==> config.mk <==
export PLATFORM = sky130hd
export DESIGN_NAME = calc_top
export DESIGN_NICKNAME = d
export VERILOG_FILES = /design/src/common/calc_pkg.sv /design/src/gencon/addition.sv /design/src/gencon/gencon.sv /design/src/gencon/multiply.sv /design/src/verilog/calc_top.sv /design/src/verilog/keypad_entry.sv /design/src/verilog/result_display.sv
export VERILOG_INCLUDE_DIRS = /design/src /design/src/common
export SDC_FILE = /design/constraint.sdc
export NUM_CORES = 1
export LEC_CHECK = 0
export BUFFER_PORTS_ARGS = -buffer_cell sky130_fd_sc_hd__buf_2
export CORE_MARGIN = 2
export CORE_UTILIZATION = 25
export DETAILED_ROUTE_END_ITERATION = 10
export GPL_TIMING_DRIVEN = 0
export PLACE_DENSITY = 0.45
export SETUP_SLACK_MARGIN = 0.4
export SYNTH_ARGS = -nofsm -noshare
export SYNTH_HDL_FRONTEND = slang
export SYNTH_SLANG_ARGS = --single-unit
==> constraint.sdc <==
create_clock -name clk -period 3.3 [get_ports clk]
set_input_delay 0.33 -clock clk [delete_from_list [all_inputs] [get_ports clk]]
set_output_delay 0.33 -clock clk [all_outputs]
set_load 0.02 [all_outputs]
==> src/common/calc_cfg.svh <==
`ifndef CALC_CFG_SVH
`define CALC_CFG_SVH

// Operand and display width
`define CALC_WIDTH 16

`define CALC_DIGIT_WIDTH 4              // Bits added per adder cycle

`define CALC_MULT_STEPS `CALC_WIDTH     // One multiplier bit per step

`endif

==> src/common/calc_pkg.sv <==
`include "calc_cfg.svh"

package calc_pkg;

    // One-hot operator codes as seen on the keypad operator lines
    typedef enum logic [2:0] {
        OP_ADD = 3'b001,                    // Addition
        OP_SUB = 3'b010,                    // Subtraction, wraps
        OP_MUL = 3'b100                     // Multiplication, low half kept
    } calc_op_t;

    // Both operands of one calculation, sent to an engine on start
    typedef struct packed {
        logic [`CALC_WIDTH-1:0] lhs;        // First operand typed
        logic [`CALC_WIDTH-1:0] rhs;        // Second operand typed
    } operand_pair_t;

    // Finished calculation handed to the display
    typedef struct packed {
        logic [`CALC_WIDTH-1:0] value;      // Modulo 2^16 result
        calc_op_t               op;         // Operator that produced it
    } calc_result_t;

endpackage

==> src/gencon/addition.sv <==
`timescale 1ns/1ns
`include "calc_cfg.svh"

module addition import calc_pkg::*; (
    input  logic                   clk,
    input  logic                   nRST,

    input  operand_pair_t          operands,   // Sampled on start only
    input  logic                   sub,        // Difference lhs - rhs
    input  logic                   start,

    output logic [`CALC_WIDTH-1:0] out,
    output logic                   finish
);
    localparam int W      = `CALC_WIDTH;
    localparam int DW     = `CALC_DIGIT_WIDTH;
    localparam int SLICES = W / DW;
    localparam int CNT_W  = $clog2(SLICES + 1);
    localparam logic [CNT_W-1:0] LAST = CNT_W'(SLICES - 1);

    logic [W-1:0]     a_q, b_q;     // Remaining slices, low slice next
    logic             carry_q;
    logic             busy;
    logic [CNT_W-1:0] slice_cnt;
    logic [W-1:0]     a_in, b_in;
    logic             c_in;
    logic [DW:0]      slice_sum;

    // The first slice is added in the start cycle itself
    always_comb begin
        if (start) begin
            a_in = operands.lhs;
            b_in = sub ? ~operands.rhs : operands.rhs;  // Two's complement
            c_in = sub;
        end else begin
            a_in = a_q;
            b_in = b_q;
            c_in = carry_q;
        end
        slice_sum = {1'b0, a_in[DW-1:0]} + {1'b0, b_in[DW-1:0]} + {{DW{1'b0}}, c_in};
    end

    always_ff @(posedge clk or negedge nRST) begin
        if (!nRST) begin
            busy      <= 1'b0;
            slice_cnt <= '0;
            finish    <= 1'b0;
        end else if (start) begin
            busy      <= 1'b1;
            slice_cnt <= CNT_W'(1);
            finish    <= 1'b0;
        end else if (busy) begin
            slice_cnt <= slice_cnt + 1'b1;
            busy      <= (slice_cnt != LAST);
            finish    <= (slice_cnt == LAST);
        end else begin
            finish    <= 1'b0;
        end
    end

    always_ff @(posedge clk) begin
        if (start || busy) begin
            a_q     <= a_in >> DW;
            b_q     <= b_in >> DW;
            carry_q <= slice_sum[DW];
            out     <= {slice_sum[DW-1:0], out[W-1:DW]};  // Fill from the top
        end
    end

endmodule

==> src/gencon/gencon.sv <==
`timescale 1ns/1ns
`include "calc_cfg.svh"

module gencon import calc_pkg::*; (
    input  logic                   clk,
    input  logic                   nRST,

    input  logic [`CALC_WIDTH-1:0] entry_value,    // Operand being typed
    input  logic                   op_strobe,
    input  calc_op_t               op_code,
    input  logic                   equal_strobe,

    output logic                   entry_clear,    // Keypad accumulator to zero
    output calc_result_t           result,
    output logic                   result_strobe
);
    typedef enum logic [2:0] {
        GET_FIRST_NUM    = 3'b000,
        GET_SECOND_NUM   = 3'b001,
        SEND_TO_ALU      = 3'b010,
        WAIT_ALU         = 3'b011,
        SHOW_RESULT_ALU  = 3'b100,
        SHOW_RESULT_MULT = 3'b101
    } state_t;

    state_t current_state, next_state;

    operand_pair_t          operands;    // Shared by both engines
    calc_op_t               op_q;        // Operator of the pending calculation
    logic                   sub_q;
    logic                   start_add;
    logic                   start_mult;
    logic [`CALC_WIDTH-1:0] add_out;
    logic [`CALC_WIDTH-1:0] mult_out;
    logic                   add_finish;
    logic                   mult_finish;

    addition add_calc (
        .clk      (clk),
        .nRST     (nRST),
        .operands (operands),
        .sub      (sub_q),
        .start    (start_add),
        .out      (add_out),
        .finish   (add_finish)
    );

    multiply mult_calc (
        .clk      (clk),
        .nRST     (nRST),
        .operands (operands),
        .start    (start_mult),
        .out      (mult_out),
        .finish   (mult_finish)
    );

    always_comb begin
        next_state = current_state;
        case (current_state)
            GET_FIRST_NUM:  if (op_strobe) next_state = GET_SECOND_NUM;
            GET_SECOND_NUM: if (equal_strobe) next_state = SEND_TO_ALU;
            SEND_TO_ALU:    next_state = WAIT_ALU;
            WAIT_ALU: begin
                if (add_finish) begin
                    next_state = SHOW_RESULT_ALU;
                end else if (mult_finish) begin
                    next_state = SHOW_RESULT_MULT;
                end
            end
            SHOW_RESULT_ALU, SHOW_RESULT_MULT: next_state = GET_FIRST_NUM;
            default:        next_state = GET_FIRST_NUM;
        endcase
    end

    always_ff @(posedge clk or negedge nRST) begin
        if (!nRST) begin
            current_state <= GET_FIRST_NUM;
            op_q          <= OP_ADD;
            sub_q         <= 1'b0;
            start_add     <= 1'b0;
            start_mult    <= 1'b0;
        end else begin
            current_state <= next_state;
            if (current_state == GET_FIRST_NUM && op_strobe) begin
                op_q <= op_code;
            end
            // Dispatch leaves SEND with a one-cycle start
            start_add  <= (current_state == SEND_TO_ALU) && (op_q != OP_MUL);
            start_mult <= (current_state == SEND_TO_ALU) && (op_q == OP_MUL);
            if (current_state == SEND_TO_ALU) begin
                sub_q <= (op_q == OP_SUB);  // Subtract runs on the adder
            end
        end
    end

    always_ff @(posedge clk) begin
        if (current_state == GET_FIRST_NUM && op_strobe) begin
            operands.lhs <= entry_value;
        end
        if (current_state == GET_SECOND_NUM && equal_strobe) begin
            operands.rhs <= entry_value;
        end
    end

    always_comb begin
        // Digits typed outside operand entry are dropped
        entry_clear   = (current_state == GET_FIRST_NUM && op_strobe)
                     || (current_state inside {SEND_TO_ALU, WAIT_ALU,
                                               SHOW_RESULT_ALU, SHOW_RESULT_MULT});
        result_strobe = current_state inside {SHOW_RESULT_ALU, SHOW_RESULT_MULT};
        result.value  = (current_state == SHOW_RESULT_MULT) ? mult_out : add_out;
        result.op     = op_q;
    end

endmodule

==> src/gencon/multiply.sv <==
`timescale 1ns/1ns
`include "calc_cfg.svh"

module multiply import calc_pkg::*; (
    input  logic                   clk,
    input  logic                   nRST,

    input  operand_pair_t          operands,   // Sampled on start only
    input  logic                   start,

    output logic [`CALC_WIDTH-1:0] out,
    output logic                   finish
);
    localparam int W     = `CALC_WIDTH;
    localparam int STEPS = `CALC_MULT_STEPS;
    localparam int CNT_W = $clog2(STEPS + 1);
    localparam logic [CNT_W-1:0] LAST = CNT_W'(STEPS - 1);

    logic [W-1:0]     mcand_q;      // Multiplicand, shifted left each step
    logic [W-1:0]     mplier_q;     // Multiplier, low bit examined
    logic [W-1:0]     prod_q;       // Low half of the partial product
    logic             busy;
    logic [CNT_W-1:0] step_cnt;
    logic [W-1:0]     mcand_in, mplier_in, prod_in;
    logic [W-1:0]     prod_next;

    // Step zero happens in the start cycle
    always_comb begin
        if (start) begin
            mcand_in  = operands.lhs;
            mplier_in = operands.rhs;
            prod_in   = '0;
        end else begin
            mcand_in  = mcand_q;
            mplier_in = mplier_q;
            prod_in   = prod_q;
        end
        prod_next = prod_in + (mplier_in[0] ? mcand_in : '0);  // Carry out dropped
    end

    always_ff @(posedge clk or negedge nRST) begin
        if (!nRST) begin
            busy     <= 1'b0;
            step_cnt <= '0;
            finish   <= 1'b0;
        end else if (start) begin
            busy     <= 1'b1;
            step_cnt <= CNT_W'(1);
            finish   <= 1'b0;
        end else if (busy) begin
            step_cnt <= step_cnt + 1'b1;
            busy     <= (step_cnt != LAST);
            finish   <= (step_cnt == LAST);
        end else begin
            finish   <= 1'b0;
        end
    end

    always_ff @(posedge clk) begin
        if (start || busy) begin
            mcand_q  <= mcand_in << 1;
            mplier_q <= mplier_in >> 1;
            prod_q   <= prod_next;
        end
    end

    assign out = prod_q;  // Final once finish pulses

endmodule

==> src/verilog/calc_top.sv <==
`timescale 1ns/1ns
`include "calc_cfg.svh"

module calc_top import calc_pkg::*; (
    input  logic                   clk,
    input  logic                   nRST,

    input  logic [3:0]             keypad_input,
    input  logic                   read_input,
    input  logic [2:0]             operator_input,
    input  logic                   equal_input,

    output logic                   complete,
    output logic [`CALC_WIDTH-1:0] display_output
);
    logic [`CALC_WIDTH-1:0] entry_value;
    logic                   op_strobe;
    calc_op_t               op_code;
    logic                   equal_strobe;
    logic                   entry_clear;
    calc_result_t           result;
    logic                   result_strobe;

    keypad_entry u_entry (
        .clk            (clk),
        .nRST           (nRST),
        .keypad_input   (keypad_input),
        .read_input     (read_input),
        .operator_input (operator_input),
        .equal_input    (equal_input),
        .entry_clear    (entry_clear),
        .entry_value    (entry_value),
        .op_strobe      (op_strobe),
        .op_code        (op_code),
        .equal_strobe   (equal_strobe)
    );

    gencon u_gencon (
        .clk           (clk),
        .nRST          (nRST),
        .entry_value   (entry_value),
        .op_strobe     (op_strobe),
        .op_code       (op_code),
        .equal_strobe  (equal_strobe),
        .entry_clear   (entry_clear),
        .result        (result),
        .result_strobe (result_strobe)
    );

    result_display u_display (
        .clk            (clk),
        .nRST           (nRST),
        .result         (result),
        .result_strobe  (result_strobe),
        .display_output (display_output),
        .complete       (complete)
    );

endmodule

==> src/verilog/keypad_entry.sv <==
`timescale 1ns/1ns
`include "calc_cfg.svh"

module keypad_entry import calc_pkg::*; (
    input  logic                   clk,
    input  logic                   nRST,

    input  logic [3:0]             keypad_input,   // One decimal digit per read
    input  logic                   read_input,     // Take keypad_input this cycle
    input  logic [2:0]             operator_input, // Level, one-hot when legal
    input  logic                   equal_input,
    input  logic                   entry_clear,    // Hold operand at zero

    output logic [`CALC_WIDTH-1:0] entry_value,
    output logic                   op_strobe,
    output calc_op_t               op_code,
    output logic                   equal_strobe
);
    logic [2:0] op_prev;       // Last cycle's operator lines
    logic       equal_prev;
    logic       op_legal;
    logic       digit_ok;

    always_comb begin
        op_legal = operator_input inside {OP_ADD, OP_SUB, OP_MUL};
        digit_ok = read_input && (keypad_input <= 4'd9);  // Codes 10-15 dropped
    end

    // Operand accumulator, value * 10 + digit
    always_ff @(posedge clk or negedge nRST) begin
        if (!nRST) begin
            entry_value <= '0;
        end else if (entry_clear) begin
            entry_value <= '0;
        end else if (digit_ok) begin
            entry_value <= (entry_value << 3) + (entry_value << 1)
                         + {{(`CALC_WIDTH-4){1'b0}}, keypad_input};
        end
    end

    // A held key gives a single strobe
    always_ff @(posedge clk or negedge nRST) begin
        if (!nRST) begin
            op_prev      <= 3'b000;
            equal_prev   <= 1'b0;
            op_strobe    <= 1'b0;
            equal_strobe <= 1'b0;
            op_code      <= OP_ADD;
        end else begin
            op_prev      <= operator_input;
            equal_prev   <= equal_input;
            op_strobe    <= op_legal && (operator_input != op_prev);
            equal_strobe <= equal_input && !equal_prev;
            if (op_legal) begin
                op_code <= calc_op_t'(operator_input);
            end
        end
    end

endmodule

==> src/verilog/result_display.sv <==
`timescale 1ns/1ns
`include "calc_cfg.svh"

module result_display import calc_pkg::*; (
    input  logic                   clk,
    input  logic                   nRST,

    input  calc_result_t           result,
    input  logic                   result_strobe,   // One pulse per calculation

    output logic [`CALC_WIDTH-1:0] display_output,
    output logic                   complete
);
    logic show;

    // Only results of a known operator reach the display
    always_comb begin
        show = result_strobe && (result.op inside {OP_ADD, OP_SUB, OP_MUL});
    end

    always_ff @(posedge clk or negedge nRST) begin
        if (!nRST) begin
            display_output <= '0;
            complete       <= 1'b0;
        end else begin
            complete <= show;           // Single-cycle pulse
            if (show) begin
                display_output <= result.value;  // Held until the next result
            end
        end
    end

endmodule
# Yosys cells after proc, flatten, opt, wreduce, memory -nomap -nowiden
# Index checks and enable logic that the tools add are counted.
# op_classes
n_addsub,7
mul,0
div,0
order_cmp,1
n_eq_ne,20
n_shift,0
muxes,28
n_bitwise,1
n_reduce_logical,21
# ops
cell,count
$mux 16,7
$add 16x16->16,2
$mux 12,2
$mux 3,6
$add 16x4->16,1
$not 16->16,1
$eq 3x2->1 const B,5
$mux 15,1
$eq 3x3->1 const B,4
$pmux 3 s4,1
$mux 5,2
$eq 3x1->1 const B,3
$mux 1,9
$logic_and 1x1->1,8
$reduce_bool 2->1,4
$ne 3x3->1 const B,2
$reduce_bool 3->1,2
$add 4x4->5,1
$add 5x1->5,1
$add 5x1->5 const B,1
$eq 5x4->1 const B,1
$ne 5x4->1 const B,1
$le 4x4->1 const B,1
$ne 2x2->1 const B,2
8 further kinds,10
# totals
ff_bits,182
latch_bits,0
ramBits,0
mem_bits_ro,0
input_bits,11
output_inout_bits,17
wordCells,109
mem_count,0

# Longest topological paths before layout
# depth
depth_word,5
mapped_depth,11
ltp_nobuf,10

# Modules after synthesis
# From an unflattened synthesis, not the netlist that was laid out.
# unflattened
hier_cells,723
area_unflattened_um2,9364.0
# by_module_without_submodules
module,n_inst,cells_each,area_each_um2,seq_area_each_um2
multiply,1,254,3113.0,1556.5
addition,1,146,2128.3,1356.3
keypad_entry,1,189,1752.9,626.9
gencon,1,96,1689.1,1187.4
result_display,1,38,680.7,425.4

# Worst setup path after synthesis
# OpenSTA, ideal clock, no wires.
# synth_timing
path_type,reg2reg
startpoint,register u_gencon.start_mult
endpoint,"register u_gencon.mult_calc.prod_q[12], in the netlist u_gencon.mult_calc.out[12] (data pin)"
setup_ns,0.258
arrival_ns,2.658
t_required_ns,3.042
slack_ns,0.384
stages_incl_launch_ff,11
n_path_buf,1
period_less_slack_ns,2.916
path_cell_list,dfrtp_1 buf_1 mux2_2 nor2b_1 fa_1 a21o_1 a311oi_2 o211ai_1 a31o_1 a21oi_2 xnor2_1
# synth_between
elab_chain_cells,3
word_cells_on_any_way,5
cone_classes,add/sub (1); mux (4)
# synth_rtl
item,line_no,text
from (decl),gencon.sv:32,logic start_mult;
from (signal assigned),gencon.sv:89,start_mult <= (current_state == SEND_TO_ALU) && (op_q == OP_MUL);
$mux 16,multiply.sv:29,if (start) begin
named net u_gencon.mult_calc.mcand_in[1],multiply.sv:24,"logic [W-1:0] mcand_in, mplier_in, prod_in;"
$mux 16,multiply.sv:38,prod_next = prod_in + (mplier_in[0] ? mcand_in : '0);
$add 16x16->16,multiply.sv:38,
named net u_gencon.mult_calc.prod_next[12],multiply.sv:25,logic [W-1:0] prod_next;
to (signal assigned),multiply.sv:63,prod_q <= prod_next;
to (decl),multiply.sv:21,logic [W-1:0] prod_q;
# The timed path passes the listed nets, and every way through them passes these cells.
# A chain may end at the register's enable or synchronous reset.

# Worst setup path after layout
# layout_timing
startpoint,register u_gencon.start_mult
endpoint,"register u_gencon.mult_calc.prod_q[15], in the netlist u_gencon.mult_calc.out[15] (data pin)"
# The elaborated chain is that of the path after synthesis.

==> results.json <==
{
  "startpoint": "u_gencon.start_mult$_DFF_PN0_",
  "netlist_instances": 715,
  "fp-row-count": 69,
  "clock-root-buffer": "clkbuf_16",
  "met1_usage_pct": 14.2,
  "clockBufferDepth": 2,
  "worstSkewPairLatency_ns": 0.44,
  "hold_violations": 25,
  "syn_avg_cell_area_um2": 12.5,
  "drv_cap": 0,
  "fill_cells": 3573,
  "drtIter0Drc": 236,
  "io_pins": 28,
  "drv_slew": 0,
  "gr-total-overflow": 0,
  "synth.net_count": 779,
  "pwr-share-comb_pct": 39.1,
  "grt_pass1_vias": 5686,
  "ys_seq_area_share_pct": 57.7,
  "cts_tree": "built",
  "post-dp-hpwl_um": 13900,
  "fmax_mhz": 353,
  "instances_no_fill": 1266,
  "finalSetupViolations": 0,
  "crit_required_ns": 3.48,
  "worst-path-max-fanout": 4,
  "yosysTopAreaCellShare_pct": 40.0,
  "crit_path_end": "u_gencon.mult_calc.out[15]$_DFFE_PP_",
  "synth_top_area_cell": "edfxtp_1",
  "cts.sinks": 182,
  "cts.clk_slew.worst_paths_ns": 0.08,
  "die_area_um2": 37200,
  "peakVddDrop_v": 0.000351,
  "rr_worst_depth": 11,
  "routed_wl_um": 19800,
  "place_congestion": 0.749,
  "grt_pass1_wl_um": 31200,
  "area_growth_pct": 21.2,
  "slew_headroom_pct": 21.9,
  "firstDrtPassIters": 4,
  "finalClockSkew_ns": 0.0140,
  "reg2reg_to": "u_gencon.mult_calc.out[15]$_DFFE_PP_",
  "rsz0062_at_grt": "no",
  "syn_area_um2": 8920,
  "multi_input_area_um2": 3760,
  "worst_slew_pin_slew_ns": 1.17,
  "hold_path_class": "input port to async pin",
  "grt_usage_pct": 11.1,
  "hold_ws_ns": -0.0219,
  "fin_util_pct": 30.5,
  "drive_above_1_share_pct": 22.4,
  "synth-edff-count": 119,
  "avgRoutedWirePerCell_um": 15.6,
  "met3_usage_pct": 1.90,
  "coreArea_um2": 35400,
  "status": "finished with violations",
  "use_met2_pct": 19.3,
  "n_antenna_cell": 0,
  "clockPowerShare_pct": 20.9,
  "synthFlopType": "edfxtp_1",
  "grt_max_degree": 64,
  "htreeDepth": 4,
  "power.leakage_nw": 4.50,
  "grt.busiest_layer": "met2",
  "antenna_found_initial": 0,
  "p_sw_share_pct": 35.6,
  "criticalPathCategory": "flip-flop to flip-flop",
  "synth.distinct_cells": 61,
  "numCtsBuffers": 17,
  "port-buffer-count": 27,
  "period_needed_ns": 2.84,
  "drcViolationCount": 0,
  "seq_power_share_pct": 39.9,
  "p_int_mw": 6.59,
  "ant_nets": 0,
  "die_h_um": 193,
  "num-nets-final": 856,
  "arrival_ns": 3.01,
  "yosys_warnings": 0,
  "viasPerCell": 4.34,
  "powerDensity_nw_per_um2": 946,
  "power.switching_mw": 3.64,
  "regToRegStartpoint": "u_gencon.start_mult$_DFF_PN0_",
  "violations": "hold timing",
  "startpoint_type": "flip-flop",
  "synth_seq_cells": 182,
  "endpoint_kind": "flip-flop",
  "r2r_slack_ns": 0.46,
  "num_vias": 5489,
  "seqCellArea_um2": 5160,
  "ys_async_sr_fraction_pct": 34.6,
  "synthTopCellsByArea": "edfxtp_1 (40%), dfrtp_1 (17%), ha_1 (6.7%)",
  "die_w_um": 193,
  "initial_core_util_pct": 25.2,
  "dp_cells": 1204,
  "fin_crit_sh_pct": 85.9
}
## critical path, cell delays in order, from the launching register on
cell	delay (ns)
dfrtp_2	0.46
buf_8	0.15
buf_12	0.11
buf_4	0.15
mux2_2	0.29
nor2b_1	0.14
ha_1	0.32
and3_1	0.22
a221o_1	0.36
a21oi_2	0.13
o21bai_1	0.10
xor2_1	0.15
## worst min path at each step
| stage | startpoint | to | depth (start not counted) |
|---|---|---|---|
| floorplan | nRST | u_display.complete$_DFF_PN0_ | 0 |
| global placement | u_entry.equal_prev$_DFF_PN0_ | u_entry.equal_strobe$_DFF_PN0_ | 1 |
| detailed placement | u_entry.equal_prev$_DFF_PN0_ | u_entry.equal_strobe$_DFF_PN0_ | 1 |
| CTS | operator_input[2] | u_entry.op_prev[2]$_DFF_PN0_ | 1 |
| global route | nRST | u_display.display_output[4]$_DFFE_PN0P_ | 1 |
| finish | nRST | u_display.display_output[4]$_DFFE_PN0P_ | 1 |
## stage by stage
step	setup slack (ns)	hold slack (ns)	instance area [µm²]	power, mW	TNS (ns)
2_1_floorplan	0.425	0.0344	8920	6.70	0
3_5_place_dp	-0.320	0.391	9660	7.69	-0.910
6_report	0.464	-0.0219	10800	10.2	0
4_1_cts	0.382	0.00205	10600	9.99	0
3_3_place_gp	-0.315	0.389	9640	7.68	-0.853
5_1_grt	0.394	0.0428	10800	11.0	0
## cell families after synthesis
logic type      count (synthesis)  share of synthesized area, %
simple gates                  184                          10.2
flops                         182                          57.7
compound gates                137                          9.63
xor+xnor                       48                          4.71
fa+ha+maj                      53                          7.85
buf+inv                        47                          2.13
mux                            64                          7.75
## flip-flops by register name, summed over array words and instances, names as in the netlist, 3 cells and up
name,flops
u_gencon.add_calc.a_q,12
u_entry.entry_value,16
u_gencon.mult_calc.mplier_q,15
u_gencon.op_q,3
u_gencon.mult_calc.step_cnt,5
u_entry.op_prev,3
u_entry.op_code,3
u_gencon.mult_calc.out,16
u_gencon.current_state,3
u_gencon.add_calc.out,16
u_gencon.add_calc.slice_cnt,3
u_gencon.add_calc.b_q,12
u_gencon.mult_calc.mcand_q,15
u_gencon.operands,32
u_display.display_output,16
## routing by layer
metal / part of all wire, % / up-vias
met5: 0 / -
met4: 0.82 / 0
met3: 1.6 / 11
met2: 49 / 43
met1: 49 / 2700
li1: - / 2735
## cell type report
| cell class | count | share of cell area (%) |
|---|---|---|
| multi-input combinational | 486 | 34.8 |
| sequential | 182 | 47.7 |
| clock inverter | 15 | 2.03 |
| inverter | 17 | 0.590 |
| buffer | 30 | 1.74 |
| tap | 461 | 5.34 |
| timing repair buffer | 58 | 3.88 |
| clock buffer | 17 | 3.93 |
## power groups by stage
stage	sequential (mW)	clock, mW	combinational (mW)
final	4.08	2.14	4.00
after global routing	4.19	2.29	4.50
after CTS	4.11	2.19	3.69
after detailed placement	4.16	0	3.54
after global placement	4.14	0	3.54
after floorplan	4.05	0	2.65
## what timing repair did
action,in CTS,in global routing
gates resized for setup,27,31
hold endpoints to repair,1,2
setup buffers,13,13
pin swaps,7,22
gates cloned,1,0
hold buffers,1,2
setup endpoints to repair,56,10
## layout by cell type (no fill, tap or decap), types with 3 or more instances in the layout
cell,synthesis,final
edfxtp_1,119,119
nand2_1,58,58
dfrtp_1,61,57
a21oi_1,46,43
nor2_1,42,42
ha_1,48,42
mux2_2,41,38
o21ai_0,37,35
buf_2,7,32
nor2b_1,33,28
buf_4,1,28
xnor2_1,28,28
mux2i_1,23,21
xor2_1,20,20
clkbuf_16,0,18
inv_1,17,17
clkbuf_1,19,16
a21o_1,14,14
and2_1,13,13
clkinv_8,0,8
nand3_1,6,6
ha_4,0,6
nand2b_1,5,5
a21oi_2,2,5
nor3_1,6,5
o21bai_1,5,5
and3_1,6,5
a211oi_1,5,5
nor2b_4,0,4
a31oi_1,4,4
dfrtp_2,0,4
buf_8,0,3
mux2_4,0,3
o211ai_1,3,3
o21ai_1,1,3
nand4_1,3,3
fa_1,5,3
inv_12,0,3
dlygate4sd3_1,0,3
## cell usage after synthesis, drive strengths merged, types with 2 or more instances
cell type    n
a211oi       6
a21boi       2
a21o        14
a21oi       48
a31oi        4
and2        14
and3         6
buf         10
clkbuf      20
dfrtp       61
dfstp        2
edfxtp     119
fa           5
ha          48
inv         17
mux2        41
mux2i       23
nand2       59
nand2b       5
nand3        6
nand4        3
nor2        42
nor2b       33
nor3         7
o211ai       3
o21a         2
o21ai       38
o21bai       5
o32ai        2
or2          2
xnor2       28
xor2        20
No activity file was read; power rests on OpenSTA's default activity.
